[src/hdl/tilePkg.sv]
//========================================
// Tile memory package
// Fabric transaction types, opcodes and address fields
//========================================
package tilePkg;

    // Data path
    localparam int WordW = 32;                  // Core and fabric word width

    typedef logic [7:0] tileId_t;               // Held in address[31:24]

    // Fabric opcodes
    typedef enum logic [1:0] {
        Rd    = 2'd0,                           // Read request
        Wr    = 2'd1,                           // Write request
        RdRsp = 2'd2                            // Read response
    } opcode_e;

    // One fabric transaction, 74 bits
    typedef struct packed {
        logic [WordW-1:0] address;
        logic [WordW-1:0] data;
        opcode_e          opcode;
        tileId_t          requestorId;          // Sender tile
    } tileTrans_t;

    // One core data request, 70 bits
    typedef struct packed {
        logic [WordW-1:0] address;              // Byte address
        logic [WordW-1:0] wrData;               // Right aligned
        logic [3:0]       byteEn;               // Right aligned
        logic             wrEn;
        logic             rdEn;
    } coreReq_t;

    //========================================
    // Fabric address map
    //========================================
    localparam int RegionMsb = 23;              // Region select field
    localparam int RegionLsb = 16;

    // Exclusive bounds, only region 1 hits
    localparam logic [7:0] DmemRegionFloor = 8'h00;
    localparam logic [7:0] DmemRegionRoof  = 8'h02;

endpackage

[src/hdl/transFifo.sv]
//========================================
// Transaction FIFO
// Circular buffer of fabric transactions
//========================================
module transFifo
    import tilePkg::*;
#(
    parameter int FifoDepth = 2
) (
    input  logic       Clock,
    input  logic       rstN,
    input  logic       push,
    input  tileTrans_t pushData,
    input  logic       pop,
    output tileTrans_t popData,                 // Head, combinational
    output logic       full,
    output logic       almostFull,              // At most one entry free
    output logic       empty
);

    localparam int PtrW = (FifoDepth > 1) ? $clog2(FifoDepth) : 1;
    localparam int CntW = $clog2(FifoDepth + 1);

    tileTrans_t      store [FifoDepth];         // Payload, no reset
    logic [PtrW-1:0] wrPtr;
    logic [PtrW-1:0] rdPtr;
    logic [CntW-1:0] count;
    logic            doPush;
    logic            doPop;

    assign doPush = push && !full;              // Drop on overflow
    assign doPop  = pop && !empty;

    // Flags from the occupancy count
    assign full       = (count == CntW'(FifoDepth));
    assign almostFull = (count >= CntW'(FifoDepth - 1));
    assign empty      = (count == '0);
    assign popData    = store[rdPtr];

    always_ff @(posedge Clock) begin
        if (doPush) begin
            store[wrPtr] <= pushData;
        end
    end

    //========================================
    // Pointers and count
    //========================================
    always_ff @(posedge Clock or negedge rstN) begin
        if (!rstN) begin
            wrPtr <= '0;
            rdPtr <= '0;
            count <= '0;
        end else begin
            if (doPush) begin
                wrPtr <= (wrPtr == PtrW'(FifoDepth - 1)) ? '0 : wrPtr + 1'b1;
            end
            if (doPop) begin
                rdPtr <= (rdPtr == PtrW'(FifoDepth - 1)) ? '0 : rdPtr + 1'b1;
            end
            case ({doPush, doPop})
                2'b10:   count <= count + 1'b1;
                2'b01:   count <= count - 1'b1;
                default: count <= count;        // Idle or push with pop
            endcase
        end
    end

endmodule

[config.mk]
export PLATFORM = sky130hd
export DESIGN_NAME = transFifo
export DESIGN_NICKNAME = d
export VERILOG_FILES = /design/src/hdl/tilePkg.sv /design/src/hdl/transFifo.sv
export SDC_FILE = /design/constraint.sdc
export NUM_CORES = 1
export LEC_CHECK = 0
export ABC_AREA = 1
export BUFFER_PORTS_ARGS = -buffer_cell sky130_fd_sc_hd__buf_2
export CAP_MARGIN = 30
export CORE_ASPECT_RATIO = 0.6
export CORE_UTILIZATION = 54
export CTS_BUF_LIST = sky130_fd_sc_hd__clkbuf_8
export CTS_CLUSTER_SIZE = 8
export DETAILED_ROUTE_END_ITERATION = 10
export PLACE_DENSITY_LB_ADDON = 0.25
export SLEW_MARGIN = 20
export SYNTH_ARGS = -nofsm -noshare
export SYNTH_HDL_FRONTEND = slang
export SYNTH_SLANG_ARGS = --single-unit
[constraint.sdc]
create_clock -name Clock -period 5 [get_ports Clock]
set_clock_uncertainty 0.05 [all_clocks]
set_input_delay 0.25 -clock Clock [delete_from_list [all_inputs] [get_ports Clock]]
set_output_delay 0.25 -clock Clock [all_outputs]
set_load 0.01 [all_outputs]
# Word-level counts from Yosys, hierarchy flattened
# Memories as Yosys holds them, arrays and structs flattened.
# Index checks and enable logic that the tools add are counted.
# word_totals
ff_bits,4
mem_bits_rw,148
in_bits,78
elab_cells,23
mem_count,1
# op_classes
addsub,4
n_lt_le_gt_ge,1
n_eq_ne,3
mux,5
reduce_logical,6
# memory_table
name,words,word_bits,read_ports,rd_ports_with_merged_regs,write_ports,line,text
store,2,74,1,0,1,transFifo.sv:24,tileTrans_t store [FifoDepth];
# ops
operator,count
== test 2 bit (second input constant),2
two-way mux 1 bit,4
case mux 2 bit (2 select lines),1
adder 1 bit (second input constant),2
adder 2 x 1 -> 2 bit (second input constant),1
== test 2 x 1 -> 1 bit (second input constant),1
>= comparator 2 x 1 -> 1 bit (second input constant),1
logical AND 1 bit,2
zero test 1 bit,2
zero test 2 bit,1
nonzero test 2 bit,1
subtractor 2 x 1 -> 2 bit (second input constant),1

# Logic depth before layout (Yosys ltp)
# depth
depth_word,5
mapped_depth,9

# Worst setup path before layout
# OpenSTA, ideal clock, no wires.
# synth_timing
kind,register -> register
startpoint,reg count[0]
endpoint,mem store[1][0] (netlist name) (enable)
setup_ns,0.506
arrival_time_ns,3.897
required_time_ns,4.444
path_slack_ns,0.547
stages_incl_launch_ff,6
n_path_buf,0
period_less_slack_ns,4.453
cell_sequence,dfrtp_1 > inv_1 > ha_1 > inv_1 > nand2_1 > nor2_1
# synth_between
elab_chain_cells,5
# synth_rtl
item,line,text
from (decl),transFifo.sv:27,logic [CntW-1:0] count;
from (signal assigned),transFifo.sv:62,2'b10: count <= count + 1'b1;
from (signal assigned),transFifo.sv:63,2'b01: count <= count - 1'b1;
from (signal assigned),transFifo.sv:64,default: count <= count;
== test 2 bit,transFifo.sv:35,assign full = (count == CntW'(FifoDepth));
named net full,transFifo.sv:16,"output logic full,"
zero test 1 bit,transFifo.sv:31,assign doPush = push && !full;
logical AND 1 bit,transFifo.sv:31,
two-way mux 1 bit,transFifo.sv:41,if (doPush) begin
two-way mux 1 bit (implied by the code),transFifo.sv:42,store[wrPtr] <= pushData;
to (decl),transFifo.sv:24,
# The timed path passes the listed nets, and every way through them passes these cells.

==> flow_summary.json <==
{
  "cts.sinks": 152,
  "cp_max_fo": 41,
  "core-area_um2": 9980,
  "drv_cap": 0,
  "worstPathArrival_ps": 2140,
  "drt-total-wl_um": 11700,
  "cts_buffers": 17,
  "drt-vias-per-instance": 4.72,
  "end_kind": "output pin",
  "peakVddDrop_mv": 0.316,
  "final_cell_mix": "nand2_1, buf_2, edfxtp_1",
  "drive_above_1_share_pct": 28.6,
  "area.growth.synth_to_final_pct": 36.1,
  "worst_ep_required_time_ps": 4700,
  "grt_pass1_vias": 3673,
  "die_w_um": 134,
  "ys_warn_count": 0,
  "drtIter0Drc": 231,
  "fin_crit_sh_pct": 48.9,
  "rows": 28,
  "post_drt_wl_per_cell_um": 14.5,
  "die_h_um": 81.1,
  "vias": 3795,
  "diodes": 0,
  "cts_setup_buffers": 0,
  "yosysSeqAreaShare_pct": 80.8,
  "worst_slack_ps": 2560,
  "dp_slack_ps": 2660,
  "cp-start-kind": "flop",
  "grt_use_total_pct": 22.4,
  "max_freq_mhz": 409,
  "cts-root-buf": "clkbuf_8",
  "finalSetupViolations": 0,
  "grt_pass1_wl_um": 17700,
  "ios": 155,
  "layout_commonest_cell": "nand2_1",
  "cts_max_level": 4,
  "synthCells": 420,
  "finalSetupTns_ps": 0,
  "synth_cell_types": 13,
  "ys_ff_latch": 152,
  "synth_area_per_cell_um2": 13.4,
  "initial_core_util_pct": 56.3,
  "rr_worst_depth": 6,
  "rsz0062_at_grt": "false",
  "synth.cell_area_um2": 5630,
  "nets": 739,
  "powerDensity_nw_per_um2": 530,
  "hold_class": "in -> reg",
  "place_congestion": 0.786,
  "first_pass_iters": 5,
  "min_period_ps": 2440,
  "grt_max_degree": 76,
  "holdPathStages": 4,
  "portBuffers": 154,
  "fillers": 618,
  "cts.reportedPaths.clkPinSlew_ps": 70,
  "maxSlewViolCount": 0,
  "antenna_found_initial": 0,
  "drc_errors": 0,
  "crit_type": "reg -> out",
  "clk_latency_ps": 410,
  "die_area_um2": 10800,
  "finalHoldViolations": 0,
  "p_leak_nw": 3.33,
  "cts_tree": "built",
  "dp_hpwl_um": 6400,
  "ant_nets": 0,
  "grt.overflow.total": 0,
  "max-clock-path-buffers": 2,
  "synth_nets": 502,
  "slew_headroom_pct": 45.3,
  "worstMarginPinSlew_ps": 820,
  "status": "finished clean"
}
==> cells by family after synthesis <==
group	after synthesis	share of synthesized area, %
adder cells (fa/ha/maj)	4	0.890
AND/OR/NAND/NOR	235	15.7
buffers and inverters	27	2.36
AO/OA/AOI/OAI	1	0.0889
XOR/XNOR	1	0.156
flip-flops	152	80.8
==> state kept, by name, indices dropped and copies added (netlist names) <==
name,count
wrPtr,1
rdPtr,1
store,148
count,2
==> layout make-up <==
| type | instances | area [µm²] | share of cell area [%] |
|---|---|---|---|
| clock buffer | 17 | 234 | 3.06 |
| sequential | 152 | 4550 | 59.4 |
| tap | 135 | 169 | 2.21 |
| clock inverter | 14 | 136 | 1.78 |
| inverter | 11 | 42.5 | 0.556 |
| multi-input combinational | 241 | 956 | 12.5 |
| timing repair buffer | 234 | 1570 | 20.5 |
==> metrics by stage <==
| step | power [mW] | std cells | hold WS (ps) | area, µm² | utilization [%] |
|---|---|---|---|---|---|
| 2_1_floorplan | 2.65 | 420 | -95.6 | 5630 | - |
| 3_3_place_gp | 3.12 | 697 | 11.2 | 6510 | 65.2 |
| 3_5_place_dp | 3.16 | 697 | 12.7 | 6510 | 65.2 |
| 4_1_cts | 4.07 | 803 | 61.2 | 7630 | 76.5 |
| 5_1_grt | 4.30 | 804 | 96.3 | 7650 | 76.7 |
| 6_report | 4.06 | 804 | 95.8 | 7650 | 76.7 |
==> synth_stat cells (all sizes together) <==
cell type | count | area, µm²
nand3 | 2 | 10.0
nor2 | 2 | 7.51
xnor2 | 1 | 8.76
nand2 | 231 | 867
edfxtp | 148 | 4440
inv | 11 | 41.3
dfrtp | 4 | 100
o21ai | 1 | 5.00
buf | 15 | 87.6
ha | 4 | 50.1
clkbuf | 1 | 3.75
==> metal layers <==
| layer | routed length [µm] | track usage (%) | vias to the layer above |
|---|---|---|---|
| met5 | 0 | 0 | - |
| met1 | 4950 | 27.4 | 1778 |
| met2 | 5910 | 38.3 | 139 |
| met4 | 0 | 8.98 | 0 |
| met3 | 799 | 6.62 | 0 |
| li1 | - | - | 1878 |
==> worst paths after layout <==
| kind | startpoint | to | slack, ps |
|---|---|---|---|
| max | rdPtr$_DFFE_PN0P_ | popData[0] | 2560 |
| max reg2reg | count[0]$_DFFE_PN0P_ | store[0][70]$_DFFE_PP_ | 2650 |
| min reg2reg | wrPtr$_DFFE_PN0P_ | wrPtr$_DFFE_PN0P_ | 430 |
| min | pop | rdPtr$_DFFE_PN0P_ | 100 |
| min in group asynchronous | rstN | count[1]$_DFFE_PN0P_ | 130 |
| max in group asynchronous | rstN | rdPtr$_DFFE_PN0P_ | 4630 |
==> report_power, final <==
part	internal, mW	leakage [nW]	switching (mW)
registers	1.74	1.42	0.0693
logic	0.470	1.73	0.913
clock network	0.434	0.176	0.430
==> worst max-delay path, stage by stage, from the launching register on <==
cell and delay [ps]:
dfrtp_2 410, inv_2 450, buf_4 500, nand2_1 100, nand2_1 100, buf_2 140
==> repair_timing <==
item | CTS | global route
gates resized for setup | 0 | 0
endpoints found under the hold margin | 152 | 0
hold buffers | 75 | 0
endpoints found under the setup margin | 0 | 0
(Power assumes the default switching activity.)
