$ cat config.mk
export PLATFORM = sky130hd
export DESIGN_NAME = coreDataPort
export DESIGN_NICKNAME = d
export VERILOG_FILES = /design/src/hdl/tilePkg.sv /design/src/hdl/coreDataPort.sv
export SDC_FILE = /design/constraint.sdc
export NUM_CORES = 1
export LEC_CHECK = 0
export BUFFER_PORTS_ARGS = -buffer_cell sky130_fd_sc_hd__buf_2
export CAP_MARGIN = 20
export CORE_AREA = 2 2 140 142
export DETAILED_ROUTE_END_ITERATION = 10
export DIE_AREA = 0 0 142 144
export MAX_ROUTING_LAYER = met4
export PLACE_DENSITY_LB_ADDON = 0.25
export SLEW_MARGIN = 20
export SYNTH_ARGS = -nofsm -noshare
export SYNTH_HDL_FRONTEND = slang
export SYNTH_SLANG_ARGS = --single-unit
export TNS_END_PERCENT = 5
$ cat constraint.sdc
create_clock -name Clock -period 1.47 [get_ports Clock]
set_input_delay 0.0735 -clock Clock [delete_from_list [all_inputs] [get_ports Clock]]
set_output_delay 0.0735 -clock Clock [all_outputs]
set_load 0.05 [all_outputs]
$ cat src/hdl/tilePkg.sv
//========================================
// Tile memory package
// Fabric transaction types, opcodes and address fields
//========================================
package tilePkg;

    // Data path
    localparam int WordW = 32;                  // Core and fabric word width

    typedef logic [7:0] tileId_t;               // Held in address[31:24]

    // Fabric opcodes
    typedef enum logic [1:0] {
        Rd    = 2'd0,                           // Read request
        Wr    = 2'd1,                           // Write request
        RdRsp = 2'd2                            // Read response
    } opcode_e;

    // One fabric transaction, 74 bits
    typedef struct packed {
        logic [WordW-1:0] address;
        logic [WordW-1:0] data;
        opcode_e          opcode;
        tileId_t          requestorId;          // Sender tile
    } tileTrans_t;

    // One core data request, 70 bits
    typedef struct packed {
        logic [WordW-1:0] address;              // Byte address
        logic [WordW-1:0] wrData;               // Right aligned
        logic [3:0]       byteEn;               // Right aligned
        logic             wrEn;
        logic             rdEn;
    } coreReq_t;

    //========================================
    // Fabric address map
    //========================================
    localparam int RegionMsb = 23;              // Region select field
    localparam int RegionLsb = 16;

    // Exclusive bounds, only region 1 hits
    localparam logic [7:0] DmemRegionFloor = 8'h00;
    localparam logic [7:0] DmemRegionRoof  = 8'h02;

endpackage

$ cat src/hdl/coreDataPort.sv
//========================================
// Core data port
// Local RAM access with alignment, remote requests to fabric
//========================================
module coreDataPort
    import tilePkg::*;
(
    input  logic             Clock,
    input  logic             rstN,
    input  tileId_t          localTileId,
    input  coreReq_t         coreReq,
    input  logic             reqFull,           // Request queue full
    input  logic             inFabricValid,
    input  tileTrans_t       inFabric,
    // RAM port A
    output logic [WordW-1:0] ramAddr,           // Byte address
    output logic [WordW-1:0] ramWrData,
    output logic [3:0]       ramByteEn,
    output logic             ramWrEn,
    input  logic [WordW-1:0] ramRdData,
    // Request queue
    output logic             reqPush,
    output tileTrans_t       reqTrans,
    // Core response
    output logic [WordW-1:0] dmemRdRsp,
    output logic             dmemReady
);

    logic             isLocal;
    logic             remoteAcc;
    logic             setOutstanding;
    logic             outstanding;              // Remote read in flight
    logic             rspValid;
    logic             rspValidQ;
    logic [WordW-1:0] rspDataQ;
    logic [1:0]       adrsLowQ;

    // Tile zero aliases the local tile
    assign isLocal   = (coreReq.address[31:24] == localTileId) ||
                       (coreReq.address[31:24] == 8'h00);
    assign remoteAcc = (coreReq.wrEn || coreReq.rdEn) && !isLocal;

    // Stall on a pending read or a full queue
    assign dmemReady = !outstanding && !reqFull;

    //========================================
    // Local access, RAM port A
    //========================================
    assign ramAddr   = coreReq.address;
    assign ramWrEn   = coreReq.wrEn && isLocal;
    assign ramWrData = coreReq.wrData << {coreReq.address[1:0], 3'b000};
    assign ramByteEn = coreReq.byteEn << coreReq.address[1:0];

    always_ff @(posedge Clock) begin
        adrsLowQ <= coreReq.address[1:0];       // Aligns the read word
        rspDataQ <= inFabric.data;
    end

    //========================================
    // Remote access
    //========================================
    assign reqPush        = remoteAcc && dmemReady;
    assign setOutstanding = reqPush && coreReq.rdEn && !coreReq.wrEn;
    assign rspValid       = outstanding && inFabricValid && (inFabric.opcode == RdRsp);

    always_comb begin
        reqTrans.address     = coreReq.address;
        reqTrans.data        = coreReq.wrData;
        reqTrans.opcode      = coreReq.wrEn ? Wr : Rd;
        reqTrans.requestorId = localTileId;     // Response routes back here
    end

    always_ff @(posedge Clock or negedge rstN) begin
        if (!rstN) begin
            outstanding <= 1'b0;
            rspValidQ   <= 1'b0;
        end else begin
            rspValidQ <= rspValid;
            if (rspValid) begin
                outstanding <= 1'b0;            // Response closes the read
            end else if (setOutstanding) begin
                outstanding <= 1'b1;
            end
        end
    end

    // Fabric data wins, else shifted RAM word
    assign dmemRdRsp = rspValidQ ? rspDataQ : (ramRdData >> {adrsLowQ, 3'b000});

endmodule

======== Word-level counts from Yosys, hierarchy flattened ========
Index checks and enable logic that the tools add are counted.
storage, ports and cells
  register bits ........................... 36
  input port bits ......................... 188
  output and inout bits ................... 177
  word-level logic and storage cells ...... 29
cells by class
  equality and inequality tests ........... 2
  shift-type cells ........................ 3
  muxes and demuxes ....................... 4
  reductions and logical operators ........ 16
operators by type and width
  cell                                            number
  32-bit two-way mux                              1
  32-bit by 5-bit << shifter with 32-bit output   1
  32-bit by 5-bit right shift with 32-bit output  1
  8-bit == test                                   1
  1-bit logical AND                               8
  8-bit logical NOT                               1
  1-bit logical NOT                               4
  4-bit by 2-bit << shifter with 4-bit output     1
  1-bit two-way mux                               3
  2-bit == test, second input constant            1
  1-bit logical OR                                2
  2-bit nonzero test                              1

======== Longest topological paths before layout ========
  depth in word-level cells ............... 9
  depth in mapped cells ................... 7
  gate-level depth less buffers ........... 4

======== Least setup slack after synthesis ========
Ideal clock, no wire load.
  path type ............................... register to output
  start point ............................. register adrsLowQ[0]
  end point ............................... output dmemRdRsp[24]
  arrival ................................. 2.035 ns
  data required time ...................... 1.397 ns
  setup slack ............................. -0.639 ns
  cell stages (with the launch flop) ...... 7
  buffers on the path ..................... 3
  cell sequence ........................... dfxtp_1 > buf_6 > buf_12 > buf_6 > nor2_2 > nand2_1 > o21ai_0
on the way
  longest elaborated chain between the ends .. 2
ends and longest elaborated chain
  element                                         RTL line            text
  start, declared                                 coreDataPort.sv:36  logic [1:0] adrsLowQ;
  start signal, assigned                          coreDataPort.sv:55  adrsLowQ <= coreReq.address[1:0];
  32-bit by 5-bit right shift with 32-bit output  coreDataPort.sv:88  assign dmemRdRsp = rspValidQ ? rspDataQ : (ramRdData >> {adrsLowQ, 3'b000});
  32-bit two-way mux                              coreDataPort.sv:88
  end, declared                                   coreDataPort.sv:25  output logic [WordW-1:0] dmemRdRsp,
No other way between the ends.

======== Worst setup path after layout ========
  start point ............................. register adrsLowQ[0]
  end point ............................... output dmemRdRsp[7]
The elaborated chain is that of the path after synthesis.

==> flow_summary.yaml <==
worst_setup_path:
  reg2reg_from: "outstanding"
  endpoint_kind: "output port"
  arrival_ns: 1.75
  crit_type: "flip-flop to output port"
  r2r_end: "outstanding"
  ff2ff_setup_slack_ns: 0.57
  crit_path_max_fanout: 6
  cp.required_ns: 1.40
  start_kind: "flip-flop"
  ff2ff_path_depth: 3
finish:
  layout-drive-gt1-share: 0.581
  syn_to_final_growth_pct: 62.1
  final_util: 0.265
  seq_area_um2: 734
  fillCellCount: 2064
  most-common-layout-cells: "buf_2, nand2_1, dlygate4sd3_1"
  nNetsFinal: 789
  final_cell_area_mm2: 0.00505
  layout_commonest_cell: "buf_2"
  multiInputGateArea_mm2: 0.00162
  instances_no_fill: 842
sta:
  hold_violations: 0
  drv_slew: 0
  hold_ws_ns: 0.0634
  grt_setup_unrepaired: "true"
  final.min_clock_period_ns: 1.82
  fin_crit_sh: 1.24
  finalSetupTns_ns: -6.59
  finClkSkew_ns: 0.0000863
  setup_ws_ns: -0.353
  fmax_ghz: 0.549
  finalSetupViolations: 32
placed_design:
  dp_slack_ns: -0.136
  place_congestion: 0.776
  placed_cells: 793
  hpwl_um: 9510
  port_buffers: 257
  dpl-instance-area_mm2: 0.00409
clock_tree:
  cts.sinks: 36
  root_buffer: "clkbuf_16"
  clk_latency_ns: 0.29
  cts_tree: "done"
  clk_path_buf_depth: 2
  clk_pin_slew_worst_paths_ns: 0.06
  cts_buffers: 5
  cts.htree.levels: 2
worst_hold_path:
  min-delay-path-class: "primary input to flip-flop"
  whs_path_depth: 3
  worstHoldStart: "coreReq[0]"
  whs_endpoint: "outstanding"
routing:
  antenna_left: 0
  via_count: 3316
  remaining_drc_errors: 0
  detail_route.wl_per_cell_um: 13.8
  first_iter_violations: 82
  drt-pass1-iter-count: 4
  vias_per_cell: 3.94
  wl_um: 11600
global_route:
  grt.total_usage: 0.114
  grt-ovfl-total: 0
  grt_pass1_wl_um: 17500
  antenna_found_initial: 2
  grt_max_degree: 38
  grt_pass1_vias: 3356
pwr:
  p_leak_nw: 2.47
  fin_total_pwr_mw: 4.32
  power_density_mw_per_mm2: 854
  peakVddDrop_mv: 0.348
synth:
  synth_cell_types: 27
  syn-cell-area_mm2: 0.00312
  yosysWarnings: 0
  postSynthAreaPerCell_um2: 7.87
  syn-num-nets: 584
  synth_cells: 396
  synth.area.mux_share: 0.142
  seq_area_frac_synth: 0.234
  synth-xor-area-share: 0.0225
  synth-simple-area-share: 0.145
  synth_top_family_by_area: "buffers and inverters"
  ys_ff_latch: 36
  synth_adder_area_share: 0
  synth_compound_area_frac: 0.144
floorplan:
  die_w_um: 142
  initial_core_util: 0.163
  core_mm2: 0.0191
  ioPinCount: 365
  design.die.area_mm2: 0.0204
  die_h_um: 144
  rows: 51
run:
  cap_violations: 0
outcome:
  status: "finished with violations"
  violations: "setup timing"
-- flip-flops by register name, indices dropped and copies added, names as in the netlist --
register,cells
rspValidQ,1
outstanding,1
rspDataQ,32
adrsLowQ,2
-- cells by family (layout without fill, tap and decap cells) --
group | after synthesis | after routing
AOI/OAI and AO/OA | 77 | 77
xor gates and xnor gates | 8 | 8
buffers and inverters | 137 | 343
DFF | 36 | 36
muxes | 43 | 43
other | 1 | 3
and+or+nand+nor | 94 | 94
-- worst max-delay path by stage --
stage | startpoint | endpoint | slack (ns) | cells past startpoint
floorplan | adrsLowQ[0] | dmemRdRsp[12] | -0.30 | 7
global placement | adrsLowQ[0] | dmemRdRsp[0] | -0.11 | 6
detailed placement | adrsLowQ[0] | dmemRdRsp[0] | -0.14 | 6
CTS | adrsLowQ[0] | dmemRdRsp[4] | -0.36 | 6
global route | adrsLowQ[0] | dmemRdRsp[4] | -0.41 | 6
finish | adrsLowQ[0] | dmemRdRsp[7] | -0.35 | 7
-- routing by layer --
layer,track usage,share of wire
met2,0.193,0.48
met1,0.124,0.41
met3,0.0427,0.095
met5,-,0
met4,0.0342,0.014
-- report_power, final --
part	internal, mW	switching, mW	total, mW	leakage [nW]
clock	0.624	0.420	1.04	0.0736
sequential	1.04	0.0251	1.06	0.310
combinational	0.771	1.44	2.21	2.09
-- Yosys cell counts --
cell | count | share of area
a211oi_1 | 24 | 0.058
a21oi_1 | 24 | 0.039
and2_1 | 10 | 0.020
and2b_1 | 4 | 0.0096
buf_1 | 2 | 0.0024
buf_12 | 2 | 0.013
buf_2 | 8 | 0.013
buf_4 | 106 | 0.26
buf_6 | 2 | 0.0072
clkbuf_1 | 9 | 0.011
conb_1 | 1 | 0.0012
dfrtp_1 | 2 | 0.016
dfxtp_1 | 34 | 0.22
inv_1 | 8 | 0.0096
mux2_2 | 9 | 0.033
mux2i_1 | 34 | 0.11
nand2_1 | 36 | 0.043
nand4_1 | 3 | 0.0060
nand4b_1 | 1 | 0.0028
nor2_1 | 21 | 0.025
nor2_2 | 1 | 0.0020
nor2b_1 | 15 | 0.030
nor4_1 | 2 | 0.0040
o21ai_0 | 27 | 0.043
o22ai_1 | 2 | 0.0040
or2_2 | 1 | 0.0020
xnor2_1 | 8 | 0.022
-- worst max-delay path, cell delays in order, from the launching register on --
cell	delay, ns
dfxtp_2	0.35
buf_6	0.15
buf_12	0.11
buf_16	0.10
mux2i_4	0.24
a21oi_2	0.07
mux2_4	0.28
buf_8	0.15
-- repair_timing --
action / in CTS / in global routing
hold buffers: 33 / 0
gates cloned: 2 / 0
endpoints found under the setup margin: 32 / 32
setup buffers: 3 / 2
gates resized for setup: 95 / 17
pin swaps: 13 / 5
hold endpoints to repair: 34 / 0
-- cell type report --
| class | instances | share of cell area |
|---|---|---|
| timing repair buffer | 327 | 0.440 |
| multi-input combinational | 223 | 0.320 |
| sequential | 36 | 0.145 |
| tap | 238 | 0.0589 |
| clock buffer | 5 | 0.0248 |
| inverter | 8 | 0.00594 |
| clock inverter | 3 | 0.00371 |
| antenna | 2 | 0.000991 |
No activity file was read; power rests on OpenSTA's default activity.
