File: src/hdl/tilePkg.sv
//========================================
// Tile memory package
// Fabric transaction types, opcodes and address fields
//========================================
package tilePkg;

    // Data path
    localparam int WordW = 32;                  // Core and fabric word width

    typedef logic [7:0] tileId_t;               // Held in address[31:24]

    // Fabric opcodes
    typedef enum logic [1:0] {
        Rd    = 2'd0,                           // Read request
        Wr    = 2'd1,                           // Write request
        RdRsp = 2'd2                            // Read response
    } opcode_e;

    // One fabric transaction, 74 bits
    typedef struct packed {
        logic [WordW-1:0] address;
        logic [WordW-1:0] data;
        opcode_e          opcode;
        tileId_t          requestorId;          // Sender tile
    } tileTrans_t;

    // One core data request, 70 bits
    typedef struct packed {
        logic [WordW-1:0] address;              // Byte address
        logic [WordW-1:0] wrData;               // Right aligned
        logic [3:0]       byteEn;               // Right aligned
        logic             wrEn;
        logic             rdEn;
    } coreReq_t;

    //========================================
    // Fabric address map
    //========================================
    localparam int RegionMsb = 23;              // Region select field
    localparam int RegionLsb = 16;

    // Exclusive bounds, only region 1 hits
    localparam logic [7:0] DmemRegionFloor = 8'h00;
    localparam logic [7:0] DmemRegionRoof  = 8'h02;

endpackage

File: src/hdl/fabricEgressArb.sv
//========================================
// Fabric egress arbiter
// Round robin between response and request queues
//========================================
module fabricEgressArb
    import tilePkg::*;
(
    input  logic       Clock,
    input  logic       rstN,
    input  logic       fabReady,
    input  tileTrans_t rspHead,
    input  tileTrans_t reqHead,
    input  logic       rspEmpty,
    input  logic       reqEmpty,
    output logic       rspPop,
    output logic       reqPop,
    output logic       outFabricValid,
    output tileTrans_t outFabric
);

    logic rspCand;
    logic reqCand;
    logic grantRsp;
    logic grantReq;
    logic lastWasReq;                           // Last winner, 1 for request queue

    // No candidate while the fabric pushes back
    assign rspCand = !rspEmpty && fabReady;
    assign reqCand = !reqEmpty && fabReady;

    // Prefer the queue that lost last time
    assign grantRsp = rspCand && (!reqCand || lastWasReq);
    assign grantReq = reqCand && !grantRsp;

    always_ff @(posedge Clock or negedge rstN) begin
        if (!rstN) begin
            lastWasReq <= 1'b1;                 // Responses go first after reset
        end else if (grantRsp || grantReq) begin
            lastWasReq <= grantReq;
        end
    end

    assign rspPop         = grantRsp;
    assign reqPop         = grantReq;
    assign outFabricValid = grantRsp || grantReq;
    assign outFabric      = grantRsp ? rspHead :
                            grantReq ? reqHead :
                                       '0;

endmodule

File: config.mk
export PLATFORM = sky130hd
export DESIGN_NAME = fabricEgressArb
export DESIGN_NICKNAME = d
export VERILOG_FILES = /design/src/hdl/tilePkg.sv /design/src/hdl/fabricEgressArb.sv
export SDC_FILE = /design/constraint.sdc
export NUM_CORES = 1
export LEC_CHECK = 0
export ABC_CLOCK_PERIOD_IN_PS = 1200
export BUFFER_PORTS_ARGS = -buffer_cell sky130_fd_sc_hd__buf_2
export CORE_AREA = 2 2 90 92
export CTS_BUF_LIST = sky130_fd_sc_hd__clkbuf_16
export DETAILED_ROUTE_END_ITERATION = 7
export DIE_AREA = 0 0 92 94
export PLACE_DENSITY_LB_ADDON = 0.1
export SYNTH_ARGS = -nofsm -noshare
export SYNTH_HDL_FRONTEND = slang
export SYNTH_SLANG_ARGS = --single-unit
File: constraint.sdc
create_clock -name Clock -period 1.2 [get_ports Clock]
set_input_delay 0.12 -clock Clock [delete_from_list [all_inputs] [get_ports Clock]]
set_output_delay 0.12 -clock Clock [all_outputs]
set_load 0.05 [all_outputs]
== Yosys cells after proc, flatten, opt, wreduce, memory -nomap -nowiden ==
Index checks and enable logic that the tools add are counted.
Word-level totals
  bits in registers: 1
  bits in latches: 0
  memory bits (writable): 0
  memory bits (read-only): 0
  input port bits: 153
  output and inout bits: 77
  logic and storage cells: 13
  memories: 0
Operators by class
  add/subtract/negate cells: 0
  $mul: 0
  divide/modulo/power cells: 0
  order comparisons: 0
  equal/unequal tests: 0
  shifts and indexed selects: 0
  muxes and demuxes: 2
  bitwise gates (word level): 0
  reduce and logical (&&, ||, !) cells: 10
Operator list (number)
  two-way mux 74 bit: 2
  logical AND 1 bit: 4
  logical NOT 1 bit: 4
  logical OR 1 bit: 2

== Logic depth before layout (Yosys ltp) ==
Gate-level depths: netlist (run 1).
  depth in word-level cells: 9
  gate-level depth with buffers: 5
  mapped depth without buffers: 3

== Worst setup path after synthesis (run 1) ==
Ideal clock, no wire load.
  kind: flip-flop to output port
  start: register lastWasReq
  end: output outFabric[24] (netlist name)
  data arrival time: 1.700 ns
  required time: 1.080 ns
  slack: -0.620 ns
  cell stages (with the launch flop): 5
  path through: dfstp_2 > o21ai_1 > buf_2 > buf_2 > o22ai_1
RTL lines
  from (decl): RTL line fabricEgressArb.sv:25  | logic lastWasReq;
  from (signal assigned): RTL line fabricEgressArb.sv:39  | lastWasReq <= grantReq;
  to (decl): RTL line fabricEgressArb.sv:18  | output tileTrans_t outFabric

==> results of run 1 <==
synthesized netlist by cell type:
cell	n	share of area [%]
buf_6	3	2.7
nor2_1	2	0.59
a21o_1	1	0.59
nand2_1	148	44
o22ai_1	74	36
o31ai_1	1	0.59
o21ai_0	1	0.39
a21oi_1	1	0.39
inv_1	1	0.30
buf_2	15	5.9
inv_2	1	0.30
dfstp_2	1	2.1
clkbuf_1	11	3.3
o21ai_1	1	0.39
buf_4	4	2.4
cells in the final DEF (no fill, tap or decap), types with 2 or more instances in the layout:
cell type,Yosys,layout
buf_2,15,152
nand2_1,148,148
buf_6,3,77
o22ai_4,0,74
buf_12,0,15
buf_8,0,8
clkbuf_16,0,6
buf_4,4,6
buf_16,0,3
nor2_4,0,2
a21o_4,0,2
final cells by class:
| cell class | count | area, µm² | area share, % |
|---|---|---|---|
| Sequential cell | 1 | 26.3 | 0.569 |
| Multi-Input combinational cell | 230 | 2130 | 46.1 |
| Timing Repair Buffer | 267 | 2330 | 50.4 |
| Inverter | 2 | 7.51 | 0.163 |
| Tap cell | 102 | 128 | 2.77 |
worst reg2reg max path: stages (launching register included):
cell and delay [ns]:
dfstp_2 0.57, buf_4 0.13, o21ai_0 0.06, o31ai_1 0.07
repair_timing:
action | 4_1_cts | 5_1_grt
cloned | 4 | 9
pin swaps | 4 | 48
hold buffers | 0 | 0
resized for setup | 88 | 146
buffers inserted | 4 | 4
endpoints found under the setup margin | 76 | 76
routing by layer:
layer	global-route usage, %	routed length [µm]
met5	0	0
met4	1.74	109
met3	2.49	632
met2	34.4	4770
met1	19.4	3160
kinds of logic (layout without fill, tap and decap cells):
logic type	after synthesis	after routing	synth area share (%)
and+or+nand+nor	150	150	44.3
DFF	1	1	2.07
AOI/OAI and AO/OA	79	80	38.8
buffers and inverters	35	269	14.8
through the flow:
stage               hold slack (ns)  cell area, µm²  util (%)  setup WS [ns]
global placement             0.0632            3650      47.9         -0.286
global route                 0.0767            4610      60.7         -0.277
floorplan                   -0.0278            2360         -         -0.232
detailed placement           0.0683            3650      47.9         -0.291
CTS                          0.0683            4070      53.5         -0.281
finish                       0.0631            4610      60.7         -0.238
power by group:
group	total [W]	switching, W	internal [W]
registers	0.0000596	0.0000132	0.0000464
clock network	0	0	0
logic	0.00315	0.00178	0.00138
total	0.00321	0.00179	0.00143
worst paths after layout:
kind,start,endpoint
worst max-delay path,lastWasReq,outFabric[54]
worst min-delay path,rstN,lastWasReq
worst max register to register,lastWasReq,lastWasReq
worst min register to register,lastWasReq,lastWasReq
max in group asynchronous,rstN,lastWasReq
min in group Clock,rspEmpty,lastWasReq
==> results.sh, run 1 <==
export IMPL_dieWidth_um=92
export IMPL_routed_wirelength_mm=8.67
export IMPL_crit_type="reg -> out"
export IMPL_syn_area_mm2=0.00127
export IMPL_clk_pin_slew_ns=0
export IMPL_antenna_found_initial=0
export IMPL_required_ns=1.08
export IMPL_grt_max_degree=39
export IMPL_drive_gt1_share_pct=69.8
export IMPL_worst_slack_ns=-0.238
export IMPL_area_growth_pct=263
export IMPL_die_y_um=94
export IMPL_fill_cells=674
export IMPL_cp_max_fo=6
export IMPL_outcome="finished with violations"
export IMPL_syn_instance_count=265
export IMPL_final_hold_viol_count=0
export IMPL_fin_crit_sh_pct=120
export IMPL_setup_tns_ns=-15.61
export IMPL_rsz0062_at_grt="yes"
export IMPL_crit_family="flip-flops"
export IMPL_place_gp_congestion=0.730
export IMPL_end_kind="output pin"
export IMPL_hpwlAfterDp_mm=6.27
export IMPL_wl_per_cell_um=14.4
export IMPL_track_usage_pct=17.1
export IMPL_fin_total_pwr_w=0.00321
export IMPL_slew_headroom_pct=82.7
export IMPL_core_mm2=0.00761
export IMPL_via_count=2809
export IMPL_hp_class="in -> async"
export IMPL_tightestPinTransition_ns=0.258
export IMPL_die_area_mm2=0.00865
export IMPL_cellPowerDensity_mw_per_mm2=697
export IMPL_fmax_mhz=696
export IMPL_report_final_slew_viol_count=0
export IMPL_p_leak_nw=1.98
export IMPL_final_cells=602
export IMPL_worstSkewPairLatency_ns=0
export IMPL_cp_cell_sequence="o21ai_4 -> buf_6 -> clkbuf_16 -> o22ai_4 -> buf_6"
export IMPL_violations="setup timing"
export IMPL_worstPathArrival_ns=1.32
export IMPL_remaining_drc_errors=0
export IMPL_rrSetupSlack_ns=0.27
export IMPL_nets=655
export IMPL_diodes=0
export IMPL_critPathLaunchType="flop"
export IMPL_largest_registers="lastWasReq x1"
export IMPL_ys_warn_count=0
export IMPL_grt_overflow_total=0
export IMPL_first_pass_iters=4
export IMPL_yosysSeqAreaShare_pct=2.07
export IMPL_largest_reg_flops=1
export IMPL_cp_slowest_cell="dfstp_2"
export IMPL_cp_depth=5
export IMPL_fin_skew_ns=0
export IMPL_syn_num_nets=418
export IMPL_synth_cell_type_count=15
export IMPL_maxCapViolCount=0
export IMPL_critical_path_buf_inv_count=3
export IMPL_ir_drop_mv=0.430
export IMPL_io_pins=230
export IMPL_path_common_cell="buf_6"
export IMPL_worst_path_largest_cell_delay_ns=0.57
export IMPL_drt_initial_drc_count=33
export IMPL_numPortBuffers=229
export IMPL_setup_viol=76
export IMPL_synth_avg_cell_area_um2=4.79
export IMPL_reg2reg_depth=3
export IMPL_num_rows=32
export IMPL_grt_pass1_vias=2620
export IMPL_synth_seq_cells=1
export IMPL_antenna_left=0
export IMPL_grt_pass1_wl_mm=12.4
export IMPL_top_register="lastWasReq"
export IMPL_finalCriticalPeriod_ns=1.44
export IMPL_placedCellCount=583
export IMPL_start_util_pct=16.7
export IMPL_vias_per_cell=4.67
(Power assumes the default switching activity.)
==> run 2: changes to the inputs <==
--- a/config.mk
+++ b/config.mk
@@ -15,3 +15,4 @@
 export SYNTH_ARGS = -nofsm -noshare
 export SYNTH_HDL_FRONTEND = slang
 export SYNTH_SLANG_ARGS = --single-unit
+export TNS_END_PERCENT = 30
==> run 2 against run 1 <==
  * The run still ends with setup timing left
  * First-iteration DRC count is 61% higher
  * Clock skew is the same
  * Flip-flop and latch count unchanged
  * Global-route usage increased by 0.32 points
  * Final area is 3.4% lower
  * Final cell count rose by 0.17%
  * Largest power group unchanged
  * Critical endpoint is now outFabric[37]
  * Combinational power fell by 3%
==> results.sh, run 2 (synthesis results as in run 1) <==
export IMPL_tightestPinTransition_ns=0.261
export IMPL_report_final_slew_viol_count=0
export IMPL_top_register="lastWasReq"
export IMPL_largest_registers="lastWasReq x1"
export IMPL_io_pins=230
export IMPL_finalCriticalPeriod_ns=1.42
export IMPL_fin_skew_ns=0
export IMPL_final_hold_viol_count=0
export IMPL_grt_use_met3_pct=2.57
export IMPL_outcome="finished with violations"
export IMPL_via_count=2774
export IMPL_dpl_cell_area_mm2=0.00367
export IMPL_fmax_mhz=703
export IMPL_grt_max_degree=49
export IMPL_setup_viol=76
export IMPL_worstSkewPairLatency_ns=0
export IMPL_hp_class="in -> async"
export IMPL_routed_wirelength_mm=8.39
export IMPL_diodes=0
export IMPL_cellPowerDensity_mw_per_mm2=698
export IMPL_fin_crit_sh_pct=119
export IMPL_die_y_um=94
export IMPL_num_rows=32
export IMPL_clk_pin_slew_ns=0
export IMPL_place_ws_ns=-0.311
export IMPL_largest_reg_flops=1
export IMPL_rr_endpoint="lastWasReq"
export IMPL_area_growth_pct=251
export IMPL_stdcell_area_mm2=0.00446
export IMPL_met2_usage_pct=35.5
export IMPL_first_pass_iters=4
export IMPL_reg2reg_depth=5
export IMPL_drt_initial_drc_count=53
export IMPL_grt_overflow_total=0
export IMPL_violations="setup timing"
export IMPL_ir_drop_mv=0.423
export IMPL_required_ns=1.08
export IMPL_layout_commonest_cell="buf_2"
export IMPL_grt_pass1_wl_mm=12.7
export IMPL_grt_pass1_vias=2701
export IMPL_remaining_drc_errors=0
export IMPL_grt_use_met1_pct=19.7
export IMPL_vias_per_cell=4.60
export IMPL_hold_buffers=0
export IMPL_start_util_pct=16.7
export IMPL_hpwlAfterDp_mm=6.27
export IMPL_rsz0062_at_grt="yes"
export IMPL_die_area_mm2=0.00865
export IMPL_final_cell_mix="buf_2 (153), nand2_1 (148), o22ai_4 (73)"
export IMPL_worst_slack_ns=-0.223
export IMPL_rr_startpoint="lastWasReq"
export IMPL_wl_per_cell_um=13.9
export IMPL_place_gp_congestion=0.761
export IMPL_worstPathArrival_ns=1.30
export IMPL_slew_headroom_pct=82.7
export IMPL_track_usage_pct=17.4
export IMPL_maxCapViolCount=0
export IMPL_end_kind="output pin"
export IMPL_p_leak_nw=1.93
export IMPL_fin_hold_ws_ns=0.0688
export IMPL_nets=656
export IMPL_rrSetupSlack_ns=0.11
export IMPL_drive_gt1_share_pct=69.9
export IMPL_antenna_found_initial=0
export IMPL_antenna_left=0
export IMPL_dieWidth_um=92
export IMPL_fill_cells=681
export IMPL_core_mm2=0.00761
export IMPL_critPathLaunchType="flop"
export IMPL_grt_busiest_layer="met2"
export IMPL_cp_max_fo=12
export IMPL_numPortBuffers=229
export IMPL_crit_type="reg -> out"
==> run 2: cell types whose count changed in the layout (fill, tap and decap cells not counted), sizes merged <==
| cell | change |
|---|---|
| bufbuf | +1 |
| clkbuf | -3 |
| buf | +3 |
==> run 2: worst max-delay path by stage <==
stage | from | endpoint | slack, ns | cells after the start
finish | lastWasReq | outFabric[37] | -0.22 | 5
detailed placement | lastWasReq | outFabric[3] | -0.31 | 4
global placement | lastWasReq | outFabric[3] | -0.29 | 4
floorplan | lastWasReq | outFabric[34] | -0.23 | 4
CTS | lastWasReq | outFabric[3] | -0.28 | 4
global route | lastWasReq | outFabric[51] | -0.28 | 4
==> run 2: critical path, stage by stage, from the launching register on <==
cell,delay [ns]
dfstp_2,0.56
o21ai_4,0.10
buf_6,0.14
clkbuf_16,0.20
o22ai_4,0.12
buf_6,0.18
==> run 2: timing repair <==
item	4_1_cts	5_1_grt
pin swaps	6	15
gates cloned	4	3
setup endpoints to repair	76	76
buffers inserted	3	5
resized for setup	117	73
==> run 2: area by class of cell <==
cell class,instances,area [µm²],share of cell area [%]
inverters,2,7.51,0.168
multi-input cells,230,2120,47.6
flip-flops and latches,1,26.3,0.590
well taps,102,128,2.86
repair buffers,268,2180,48.8
==> run 2: metrics by stage <==
stage / util [%] / TNS [ns] / instances / power [W]
final: 58.6 / -13.88 / 603 / 0.00311
after global placement: 48.3 / -19.29 / 590 / 0.00256
after detailed placement: 48.3 / -20.36 / 590 / 0.00258
after CTS: 54.8 / -16.54 / 597 / 0.00293
after floorplan: - / -14.16 / 265 / 0.00199
after global routing: 58.6 / -17.60 / 603 / 0.00327
==> run 2: power breakdown <==
part | internal (W) | switching (W) | total (W)
sequential | 0.0000463 | 0.0000108 | 0.0000571
combinational | 0.00131 | 0.00175 | 0.00306
clock | 0 | 0 | 0
==> run 2: layer usage <==
metal / up-vias / wire length [µm]
met5: - / 0
met2: 119 / 4760
met3: 4 / 632
met1: 1246 / 2950
li1: 1405 / -
met4: 0 / 42
