### src/hdl/tilePkg.sv
//========================================
// Tile memory package
// Fabric transaction types, opcodes and address fields
//========================================
package tilePkg;

    // Data path
    localparam int WordW = 32;                  // Core and fabric word width

    typedef logic [7:0] tileId_t;               // Held in address[31:24]

    // Fabric opcodes
    typedef enum logic [1:0] {
        Rd    = 2'd0,                           // Read request
        Wr    = 2'd1,                           // Write request
        RdRsp = 2'd2                            // Read response
    } opcode_e;

    // One fabric transaction, 74 bits
    typedef struct packed {
        logic [WordW-1:0] address;
        logic [WordW-1:0] data;
        opcode_e          opcode;
        tileId_t          requestorId;          // Sender tile
    } tileTrans_t;

    // One core data request, 70 bits
    typedef struct packed {
        logic [WordW-1:0] address;              // Byte address
        logic [WordW-1:0] wrData;               // Right aligned
        logic [3:0]       byteEn;               // Right aligned
        logic             wrEn;
        logic             rdEn;
    } coreReq_t;

    //========================================
    // Fabric address map
    //========================================
    localparam int RegionMsb = 23;              // Region select field
    localparam int RegionLsb = 16;

    // Exclusive bounds, only region 1 hits
    localparam logic [7:0] DmemRegionFloor = 8'h00;
    localparam logic [7:0] DmemRegionRoof  = 8'h02;

endpackage

### src/hdl/fabricSlave.sv
//========================================
// Fabric slave
// Fabric writes and reads to the data region
//========================================
module fabricSlave
    import tilePkg::*;
(
    input  logic             Clock,
    input  logic             rstN,
    input  tileId_t          localTileId,
    input  logic             inFabricValid,
    input  tileTrans_t       inFabric,
    // RAM port B
    output logic [WordW-1:0] ramAddr,
    output logic [WordW-1:0] ramWrData,
    output logic             ramWrEn,
    input  logic [WordW-1:0] ramRdData,
    // Response queue
    output logic             rspPush,
    output tileTrans_t       rspTrans
);

    logic             regionHit;
    logic             rdReq;
    logic             hitQ;
    logic [WordW-1:0] rspAddrQ;

    // Region field strictly inside the bounds
    assign regionHit = (inFabric.address[RegionMsb:RegionLsb] > DmemRegionFloor) &&
                       (inFabric.address[RegionMsb:RegionLsb] < DmemRegionRoof);

    assign ramAddr   = inFabric.address;
    assign ramWrData = inFabric.data;           // Full word only
    assign ramWrEn   = inFabricValid && regionHit && (inFabric.opcode == Wr);
    assign rdReq     = inFabricValid && (inFabric.opcode == Rd);

    always_ff @(posedge Clock or negedge rstN) begin
        if (!rstN) begin
            rspPush <= 1'b0;
        end else begin
            rspPush <= rdReq;                   // Push one cycle after request
        end
    end

    // Response header, address points back at the requester
    always_ff @(posedge Clock) begin
        hitQ     <= regionHit;
        rspAddrQ <= {inFabric.requestorId, inFabric.address[23:0]};
    end

    always_comb begin
        rspTrans.address     = rspAddrQ;
        rspTrans.data        = hitQ ? ramRdData : '0;   // Miss reads zero
        rspTrans.opcode      = RdRsp;
        rspTrans.requestorId = localTileId;
    end

endmodule

### config.mk
export PLATFORM = sky130hd
export DESIGN_NAME = fabricSlave
export DESIGN_NICKNAME = d
export VERILOG_FILES = /design/src/hdl/tilePkg.sv /design/src/hdl/fabricSlave.sv
export SDC_FILE = /design/constraint.sdc
export NUM_CORES = 1
export LEC_CHECK = 0
export BUFFER_PORTS_ARGS = -buffer_cell sky130_fd_sc_hd__buf_2
export CORE_AREA = 5 5 97 99
export CTS_BUF_LIST = sky130_fd_sc_hd__clkbuf_8
export DETAILED_ROUTE_END_ITERATION = 16
export DIE_AREA = 0 0 102 104
export MAX_ROUTING_LAYER = met4
export SYNTH_ARGS = -nofsm -noshare
export SYNTH_HDL_FRONTEND = slang
export SYNTH_SLANG_ARGS = --single-unit
### constraint.sdc
create_clock -name Clock -period 1.21 [get_ports Clock]
set_input_delay 0.242 -clock Clock [delete_from_list [all_inputs] [get_ports Clock]]
set_output_delay 0.242 -clock Clock [all_outputs]
set_load 0.1 [all_outputs]
## Word-level counts from Yosys, hierarchy flattened

Index checks and enable logic that the tools add are counted.

- Bits in latches: 0
- Logic and storage cells: 12
- Output and inout port bits: 140
- Input port bits: 117
- Memories: 0
- Memory bits (writable): 0
- Bits in read-only memories: 0
- Register bits: 34

- Reduce and logical (&&, ||, !) cells: 5
- Divide/modulo/power cells: 0
- Mux-type cells: 1
- Equal/unequal tests: 1
- Add/sub/neg operators: 0
- $lt $le $gt $ge: 2
- Shifts and indexed selects: 0
- Bitwise logic cells: 0
- $mul: 0

Operator list:

| operator | number |
|---|---|
| $mux 32 | 1 |
| $gt 8x1->1 const B | 1 |
| $lt 8x2->1 const B | 1 |
| $logic_and 1x1->1 | 4 |
| $eq 2x1->1 const B | 1 |
| $logic_not 2->1 | 1 |

## Longest topological paths before layout

Gate-level depths: netlist (run 1).

- Depth after elaboration: 4
- Gate-level depth with buffers: 2
- Mapped depth without buffers: 2

## Worst setup path before layout (run 1)

OpenSTA, ideal clock, no wires.

- Path kind: input-to-output
- Start: input port inFabric[59] in the netlist's numbering
- End: output port ramWrEn
- Setup slack: -0.347 ns
- Data required time: 0.968 ns
- Arrival: 1.315 ns
- Stages: 2
- Buffers on the path: 0
- Cell sequence: nor4b_2 > and3_1

- Word-level cells in the longest chain between the ends: 4
- Elaborated cells between the ends (all ways): 5
- Classes of those cells: 2 x order compare; 3 x reduce/logical

Ends and longest elaborated chain:

| what | RTL line | RTL |
|---|---|---|
| start: declaration | fabricSlave.sv:12 | `input tileTrans_t inFabric,` |
| $gt 8x1->1 / $lt 8x2->1 (equally long branches) | fabricSlave.sv:29, fabricSlave.sv:30 |  |
| $logic_and 1x1->1 (*) | fabricSlave.sv:29 | `assign regionHit = (inFabric.address[RegionMsb:RegionLsb] > DmemRegionFloor) &&` |
| $logic_and 1x1->1 (*) (2 in series) | fabricSlave.sv:34 | `assign ramWrEn = inFabricValid && regionHit && (inFabric.opcode == Wr);` |
| end: declaration | fabricSlave.sv:16 | `output logic ramWrEn,` |

Mark *: on every way between the ends. The rest lies on a longest branch, timed or not.

## Worst setup path in the final report (run 1)

- Start: input port inFabric[60] in the netlist's numbering
- End: output port ramWrEn

The elaborated chain is that of the path after synthesis.

==> results.md, run 1 <==
Status:
- The flow ran to the end, but the final reports show violations.
- The final reports fail on setup timing.

Synthesis:
- The sequential area share after synthesis is 45.1%.
- Counting distinct cell types in the post-synthesis netlist gives 12.
- The cell count after synthesis is 151.
- The synthesized flop and latch total is 34.
- Each instance of the synthesized netlist takes up on average 10.1 um^2.
- The share of the synthesized area in the top cell type is 43.4%.
- By area the synthesized netlist is led by dfxtp_1, buf_4, and2_1.
- The synthesis warning total is 0.
- The most area-hungry cell type in the Yosys netlist is dfxtp_1.
- When the netlist entered floorplanning its net count stood at 268.
- The area of the mapped netlist is 1520 um^2.

Layout:
- The layout-stage area growth over the synthesis result is 130%.
- The final layout contains 365 nets.
- The diode insertion count for antenna repair is 0.
- The share of layout cells above drive strength 1 is 84.7%.
- After routing the design area is 3500 um^2.

CTS:
- Once the clock tree was built, the setup fixing pass inserted 0 buffers.
- No sink is reached through more buffers than the 2 on the longest clock path.
- The number of buffers added by the clock tree synthesis step is 5.
- The cell sitting at the root of the clock tree is a clkbuf_8.
- CTS built an H-tree with a depth of 2.
- The number of clock sinks is 34.
- The clock tree from TritonCTS is done.
- Clock-pin slew was measured on the worst setup and hold paths at 0.07 ns.

Drt:
- The first TritonRoute pass finished after 2 iterations.
- For this block, the initial DRC count from the detailed router was 15.
- Wires add up to 4.99 mm.
- Detailed routing inserted a total of 1261 vias.
- The routed via count divided by cell count is 3.54.
- After detailed routing, the average wire length per cell comes to 14.0 um.
- The total DRC errors in the routed layout is 0.
- The detail route stage leaves a number of antenna-violating nets equal to 0.

Place:
- At the placement stage, the worst setup path has a slack of -0.259 ns.
- The HPWL after detailed placement is 4.47 mm.
- Once placement finished, the instance area stood at 3340 um^2.
- Routability-driven placement finished with a final weighted congestion of 0.731.
- The count of buffers added on input and output ports is 158.

Worst setup path:
- The start-to-end type of the worst setup path is input pin to output pin.
- For the worst setup path, the data required time is 0.97 ns.
- Along the worst path, the maximum fanout reaches 2.
- The sort of element at the end of the critical path is an output pin.
- The category of the worst setup path launch point is an input pin.
- The signal arrival time at the worst endpoint is 1.14 ns.

Global routing:
- The number of global-route vias before repair is 1448.
- The final global-route overflow total is 0.
- Entering global routing, the biggest net connects 33 pins.
- The initial antenna violation count came to 0.
- Across every metal layer, demand over resource in global routing totals 9.37%.
- The first-pass GRT wire length is 7.30 mm.

Pwr:
- The cell leakage power is 1.63 nW.
- VDD sags by at most 1.01 mV.
- The power per cell area is 1040 nW/um^2.

Timing:
- Across all setup checks in the final design, the least slack found is -0.176 ns.
- The worst path in the final design needs a cycle of 1.39 ns, including I/O delays and setup.
- Setup violations remaining at the end of the flow were counted as 33.
- The max-slew violation total from the final report is 0.
- Based on the critical path, the design can be clocked at up to 721 MHz.
- The final number of hold-violating endpoints is 0.
- Setup repair after global routing could not meet its margin everywhere.
- The final sum of negative setup slack is -4.98 ns.
- The fraction of the cycle the final worst path needs is 115%.

Hold path:
- The worst hold path belongs to the class input pin to flop.

Die:
- The floorplan step set the die width to 102 um.
- The count of pins on the block boundary is 257.
- The initial standard-cell utilization of the core is 18.0%.
- The die covers 10600 um^2.
- The total area inside the core boundary comes to 8470 um^2.
- The die is 104 um tall.
- After floorplanning, the core was divided into 34 placement rows.

Run:
- Max-cap violations in this run came to 0.
==> final timing paths <==
kind,to,startpoint,slack [ns],cells after the start
hold / removal,rspAddrQ[29]$_DFF_P_,inFabric[5],0.06,1
setup / recovery,ramWrEn,inFabric[60],-0.18,5
max in group asynchronous,rspPush$_DFF_PN0_,rstN,0.86,2
min in group asynchronous,rspPush$_DFF_PN0_,rstN,0.26,2
==> layout make-up <==
cell class,count,area [um^2]
multi-input combinational,40,329
sequential,34,687
clock inverter,1,30.0
timing repair buffer,167,2240
clock buffer,6,82.6
fill,771,4960
tap,108,135
==> per-layer routing <==
| layer | share of wire [%] | vias to the layer above | GRT usage, % |
|---|---|---|---|
| li1 | - | 575 | - |
| met1 | 30 | 532 | 8.08 |
| met2 | 50 | 142 | 15.8 |
| met3 | 18 | 12 | 5.63 |
| met4 | 2.2 | 0 | 4.50 |
| met5 | 0 | - | - |
==> state kept, by name, summed over array words and instances (netlist names) <==
register,flops
rspPush,1
hitQ,1
rspAddrQ,32
==> per-stage QoR <==
stage	cells	util, %	power (mW)	hold slack (ns)
floorplan	151	-	2.82	-0.0536
global placement	348	39.5	2.63	0.0258
detailed placement	348	39.5	2.64	0.0218
CTS	356	41.2	3.70	0.0513
global route	356	41.4	3.79	0.0414
finish	356	41.4	3.66	0.0624
==> cells by family after synthesis <==
family | synth area share (%)
buf+inv | 37.5
simple gates | 16.9
flops | 45.1
other cells | 0.494
==> timing repair <==
item	4_1_cts	5_1_grt
hold buffers	1	0
setup endpoints to repair	33	33
pin swaps	1	1
gates cloned	0	0
resized for setup	6	3
hold endpoints to repair	1	0
==> cells in the mapped netlist, drive strengths merged <==
master / n
and3: 1
nor4b: 1
nor3b: 1
conb: 2
and3b: 1
dfrtp: 1
and2: 33
nor4: 1
dfxtp: 33
buf: 77
==> critical path: stages <==
cell and delay, ns:
buf_8 0.10, nor4b_4 0.28, buf_4 0.16, and3_4 0.19, buf_12 0.17
==> where the power goes <==
group          total (mW)  internal, mW  switching, mW
Sequential           1.23          1.18         0.0457
Combinational        1.39         0.487          0.905
Clock                1.04         0.658          0.383
==> cells in the final DEF, fill, tap and decap left out, types with 2 or more instances in the layout <==
cell	instances
and2_2	32
buf_12	91
buf_2	66
buf_4	7
clkbuf_8	6
conb_1	2
dfxtp_1	32
Note: power is estimated with default switching activity, not from simulation.
==> run 2, diff against run 1 <==
--- a/config.mk
+++ b/config.mk
@@ -14,3 +14,4 @@
 export SYNTH_ARGS = -nofsm -noshare
 export SYNTH_HDL_FRONTEND = slang
 export SYNTH_SLANG_ARGS = --single-unit
+export TNS_END_PERCENT = 5
==> results.md, run 2 (synthesis gave the netlist of run 1 again) <==
Status:
- The run finished, with violations left.
- The final reports fail on setup timing.

Timing:
- The final critical-path setup slack is -0.217 ns.
- The fraction of the cycle the final worst path needs is 118%.
- For the final routed database, the setup TNS stands at -6.41 ns.
- Static timing analysis puts the maximum clock frequency at 701 MHz.
- Setup violations remaining at the end of the flow were counted as 33.
- The final number of hold-violating endpoints came to 0.
- Setup repair after global routing could not meet its margin everywhere.
- The max-slew violation total from the final report is 0.
- For the finished layout, the period the worst path requires is 1.43 ns.

Global routing:
- After global routing the overflow that remains totals 0.
- Global routing used 11.6% of the available tracks.
- The number of global-route vias before repair was 1548.
- The pin count of the biggest net entering global routing is 17.
- The initial antenna violation count came to 0.
- The first global-routing pass estimated 8.85 mm of wire.

Drt:
- The number of detailed-routing iterations run before antenna repair is 4.
- The routed via count divided by cell count is 3.63.
- The total DRC errors in the routed layout is 0.
- The final routed wirelength across all metal layers is 6.08 mm.
- The detailed router finished its first iteration with 28 violations.
- The antenna violation net count after detailed routing is 0.
- The vias after detailed routing is 1301.
- The average wire per cell in the routed design is 17.0 um.

CTS:
- The root buffer cell is clkbuf_8.
- The H-tree generated during clock tree synthesis spans 2 levels.
- The buffer depth of the longest clock path is 2.
- The number of setup buffers added after CTS is 0.
- CTS saw 34 sinks.
- The number of buffers added by the clock tree synthesis step is 5.
- The clock tree from TritonCTS is done.
- After clock tree synthesis, the clock-pin slew on the worst setup and hold paths is 0.07 ns.

Pwr:
- The net load switching power is 1.36 mW.
- The internal power of the cells totals 2.06 mW.
- The peak ir drop on the vdd network is 0.886 mV.
- The total power consumption of the routed design is 3.42 mW.
- The cell leakage power is 1.64 nW.
- Net switching is 39.8% of the power.
- The sequential share of power is 35.8%.
- The proportion of power drawn by combinational gates is 41.0%.
- The power per cell area is 969 nW/um^2.
- The clock network burns 23.2% of the power.

Place:
- After detailed placement, the total cell area comes to 3300 um^2.
- After legalization and detailed placement, the total HPWL measured 5.20 mm.
- The count of input and output buffers is 158.
- The placer's final routability congestion estimate is 0.802.
- The pre-CTS setup slack is -0.163 ns.

Worst setup path:
- The critical path's largest stage delay is 0.40 ns.
- The category of the worst setup path launch point is a flop.
- In this design, the largest share of critical-path delay is due to flip-flops.
- The most used cell along the critical path is buf_12.
- The cell type of the slowest stage on the worst timing path is dfxtp_4.
- STA classifies the critical path endpoint as an output pin.
- The critical path goes through buf_12 > and2_4 > buf_12.
- In this run the worst path has a maximum fanout of 16.
- The critical path required time is 0.97 ns.
- The start-to-end type of the worst setup path is flop to output pin.
- The cell depth of the worst setup path is 3.
- The signal arrival time at the worst endpoint is 1.19 ns.
- The total buffers and inverters traversed by the critical path is 2.

Layout:
- 0 antenna diodes ended up in the layout.
- In the layout the commonest cells are buf_12, buf_2, and2_4, dfxtp_1, buf_4.
- The largest registers in the layout are rspAddrQ x32, hitQ x1, rspPush x1.
- The filler cell count in the final layout is 747.
- The final core utilization is 41.7%.
- The register bank with the most flops is rspAddrQ.
- The most frequent standard cell in the layout excluding fill and tap cells is buf_12.
- Cells with a size suffix above 1 make up 84.4% of the layout.
- The cell area after layout is 3530 um^2.
- The post-layout net count is 366.
- The flip-flop count of the largest register, all copies and words added is 32.
- From synthesis to final layout, the design area changed by 132%.

Hold path:
- The startpoint of the tightest hold check path is inFabric[4].
- In this run the worst hold path is classified as input pin to flop.
- The hold path endpoint is rspAddrQ[28]$_DFF_P_.
- The cell depth of the worst min-delay path is 1.

Die:
- 257 I/O pins were placed.
- The die covers 10600 um^2.
- The total area inside the core boundary comes to 8470 um^2.
- The die is 102 um wide.
- The floorplan step set the die height to 104 um.
- The initial standard-cell utilization of the core is 18.0%.
- The floorplan has 34 rows.

Run:
- Across the run, the number of max-cap violations was 0.
[run 2: through the flow]
| stage | instances | hold slack [ns] |
|---|---|---|
| 5_1_grt | 358 | 0.0418 |
| 6_report | 358 | 0.0592 |
| 2_1_floorplan | 151 | -0.0536 |
| 4_1_cts | 358 | 0.0445 |
| 3_5_place_dp | 348 | 0.0190 |
| 3_3_place_gp | 348 | 0.0178 |
[run 2: power by group through the flow]
stage	clock network, mW	registers [mW]	logic, mW
2_1_floorplan	0	1.64	1.18
4_1_cts	0.839	1.22	1.41
3_3_place_gp	0	1.25	1.38
6_report	0.795	1.22	1.40
5_1_grt	0.887	1.23	1.43
3_5_place_dp	0	1.25	1.39
[run 2: layer usage]
| metal | part of all wire (%) | global-route usage, % |
|---|---|---|
| met2 | 50 | 19.2 |
| met1 | 33 | 11.9 |
| met5 | 0 | - |
| met3 | 12 | 3.89 |
| met4 | 4.4 | 6.47 |
[run 2: worst max-delay path by stage]
stage,startpoint,end,slack (ns)
global route,hitQ$_DFF_P_,rspTrans[24],-0.27
detailed placement,inFabric[59],ramWrEn,-0.16
CTS,hitQ$_DFF_P_,rspTrans[24],-0.24
floorplan,hitQ$_DFF_P_,rspTrans[18],-0.27
finish,hitQ$_DFF_P_,rspTrans[33],-0.22
global placement,inFabric[59],ramWrEn,-0.13
[run 2: area by class of cell]
type,count,area (um^2),area share [%]
repair buffers,168,2250,63.8
flip-flops and latches,34,689,19.5
multi-input cells,40,368,10.4
well taps,108,135,3.83
clock buffers,5,68.8,1.95
clock inverters,3,17.5,0.496
[run 2: repair_timing]
action,CTS,global route
endpoints found under the setup margin,33,33
gates resized for setup,36,2
pin swaps,1,2
gates cloned,1,0
hold buffers,1,0
hold endpoints to repair,1,0
==> run 3, diff against run 2 <==
--- a/config.mk
+++ b/config.mk
@@ -7,7 +7,6 @@
 export LEC_CHECK = 0
 export BUFFER_PORTS_ARGS = -buffer_cell sky130_fd_sc_hd__buf_2
 export CORE_AREA = 5 5 97 99
-export CTS_BUF_LIST = sky130_fd_sc_hd__clkbuf_8
 export DETAILED_ROUTE_END_ITERATION = 16
 export DIE_AREA = 0 0 102 104
 export MAX_ROUTING_LAYER = met4
==> results.md, run 3 (synthesis gave the netlist of run 1 again) <==
Timing:
- The number of failing setup endpoints in the final timing report is 33.
- Setup repair after global routing could not meet its margin everywhere.
- Across all setup checks in the final design, the least slack found is -0.216 ns.
- The final sum of negative setup slack is -6.36 ns.
- The worst path uses 118% of the clock period.
- The top achievable clock speed is 701 MHz.
- The final number of hold-violating endpoints is 0.
- The routed design could run at a clock period as short as 1.43 ns.
- The max-slew violation total from the final report is 0.

CTS:
- TritonCTS built the clock tree.
- The buffer depth of the longest clock path is 2.
- The CTS clock-pin slew for the worst setup and hold paths is 0.07 ns.
- The H-tree level count is 2.
- The number of buffers added by the clock tree synthesis step is 5.
- The number of clock sinks is 34.
- The tree is rooted in a clkbuf_8.
- The number of setup buffers added after CTS is 0.

Global routing:
- The first-pass GRT wire length is 8.85 mm.
- Entering global routing, the biggest net connects 17 pins.
- The total overflow left after global routing is 0.
- The number of global-route vias before repair is 1548.
- The initial antenna violation count is 0.
- Across every metal layer, demand over resource in global routing totals 11.6%.

Die:
- The core region is 8470 um^2.
- For this configuration, the core starts out at a cell density of 18.0%.
- The die span in x is 102 um.
- The count of pins on the block boundary is 257.
- The site row count is 34.
- The floorplan step set the die height to 104 um.
- The die area is 10600 um^2.

Run:
- The max-cap check violation count is 0.

Drt:
- The detailed router finished its first iteration with 29 violations.
- The total DRC errors in the routed layout is 0.
- In the final routed layout, each cell accounts on average for 17.0 um.
- In this run the remaining antenna-violating nets after routing total 0.
- The number of detailed-routing iterations run before antenna repair is 4.
- The routed via count divided by cell count is 3.64.
- The final routed wirelength across all metal layers is 6.08 mm.
- The detailed router placed 1302 vias in this run.

Layout:
- Cells with a size suffix above 1 make up 84.4% of the layout.
- The filler cell count in the final layout is 747.
- Summing all flip-flop and latch instances after layout gives 689 um^2.
- In the layout the commonest cells are buf_12, buf_2, and2_4, dfxtp_1, buf_4.
- The largest registers in the layout are rspAddrQ x32, hitQ x1, rspPush x1.
- The layout-stage area growth over the synthesis result is 132%.
- Leaving out fill and tap cells, the most frequent cell in the layout is buf_12.
- The post-layout net count is 366.
- The register with the most flip-flops in the layout has 32 of them.
- The diode insertion count for antenna repair is 0.
- The total area of multi-input combinational cells is 368 um^2.
- Ranked by flip-flop count, first place goes to rspAddrQ.

Worst setup path:
- STA classifies the critical path endpoint as an output pin.
- The start-to-end type of the worst setup path is flop to output pin.
- The worst setup path is launched from a flop.
- The critical path required time is 0.97 ns.
- The signal arrival time at the worst endpoint is 1.18 ns.
- The largest driver fanout on the critical path is 16.

Place:
- The total half-perimeter wirelength after legalization and detailed placement is 5.20 mm.
- The count of input and output buffers is 158.
- Routability-driven placement finished with a final weighted congestion of 0.802.

Pwr:
- The cell leakage power is 1.64 nW.
- Dividing total power by cell area gives a power density of 970 nW/um^2.
- The peak ir drop on the vdd network is 0.880 mV.
- The total power consumption of the routed design is 3.43 mW.

Status:
- The run finished, with violations left.
- The final reports fail on setup timing.

Hold path:
- The class of the tightest hold or removal check is input pin to flop.
run 3: stage by stage:
stage / instances / area, um^2 / hold slack [ns] / worst slack, ns / utilization (%)
after detailed placement: 348 / 3300 / 0.0190 / -0.163 / 39.0
after floorplan: 151 / 1520 / -0.0536 / -0.269 / -
after global routing: 358 / 3530 / 0.0418 / -0.269 / 41.7
final: 358 / 3530 / 0.0592 / -0.216 / 41.7
after global placement: 348 / 3300 / 0.0178 / -0.129 / 39.0
after CTS: 358 / 3520 / 0.0445 / -0.233 / 41.6
run 3: report_power, final:
group	total (mW)	leakage (nW)	internal, mW	switching [mW]
combinational	1.40	1.30	0.485	0.916
sequential	1.22	0.292	1.18	0.0470
clock	0.802	0.0452	0.405	0.396
run 3: cell type report:
cell class / instances / area share [%]
sequential: 34 / 19.5
clock buffer: 6 / 2.06
timing repair buffer: 168 / 63.8
tap: 108 / 3.83
multi-input combinational: 40 / 10.4
clock inverter: 2 / 0.390
run 3: worst paths after layout:
kind                               from              endpoint  slack (ns)  depth (start not counted)
max in group asynchronous          rstN     rspPush$_DFF_PN0_        0.88                          2
hold / removal              inFabric[4]  rspAddrQ[28]$_DFF_P_        0.06                          1
min in group asynchronous          rstN     rspPush$_DFF_PN0_        0.25                          2
setup / recovery           hitQ$_DFF_P_          rspTrans[33]       -0.22                          3
run 3: worst max-delay path, cell delays in order (launching register included):
cell and delay (ns):
dfxtp_4 0.40, buf_12 0.15, and2_4 0.17, buf_12 0.17
run 3: what timing repair did:
action                     in CTS  in global routing
setup endpoints to repair      33                 33
resized for setup              36                  2
gates cloned                    1                  0
pin swaps                       1                  2
hold endpoints to repair        1                  0
hold buffers                    1                  0
run 3: layer usage:
layer	vias up	GRT usage, %	wire length (um)
met1	574	11.9	1990
met4	0	6.47	269
met2	125	19.2	3070
met3	28	3.89	750
li1	575	-	-
met5	-	-	0
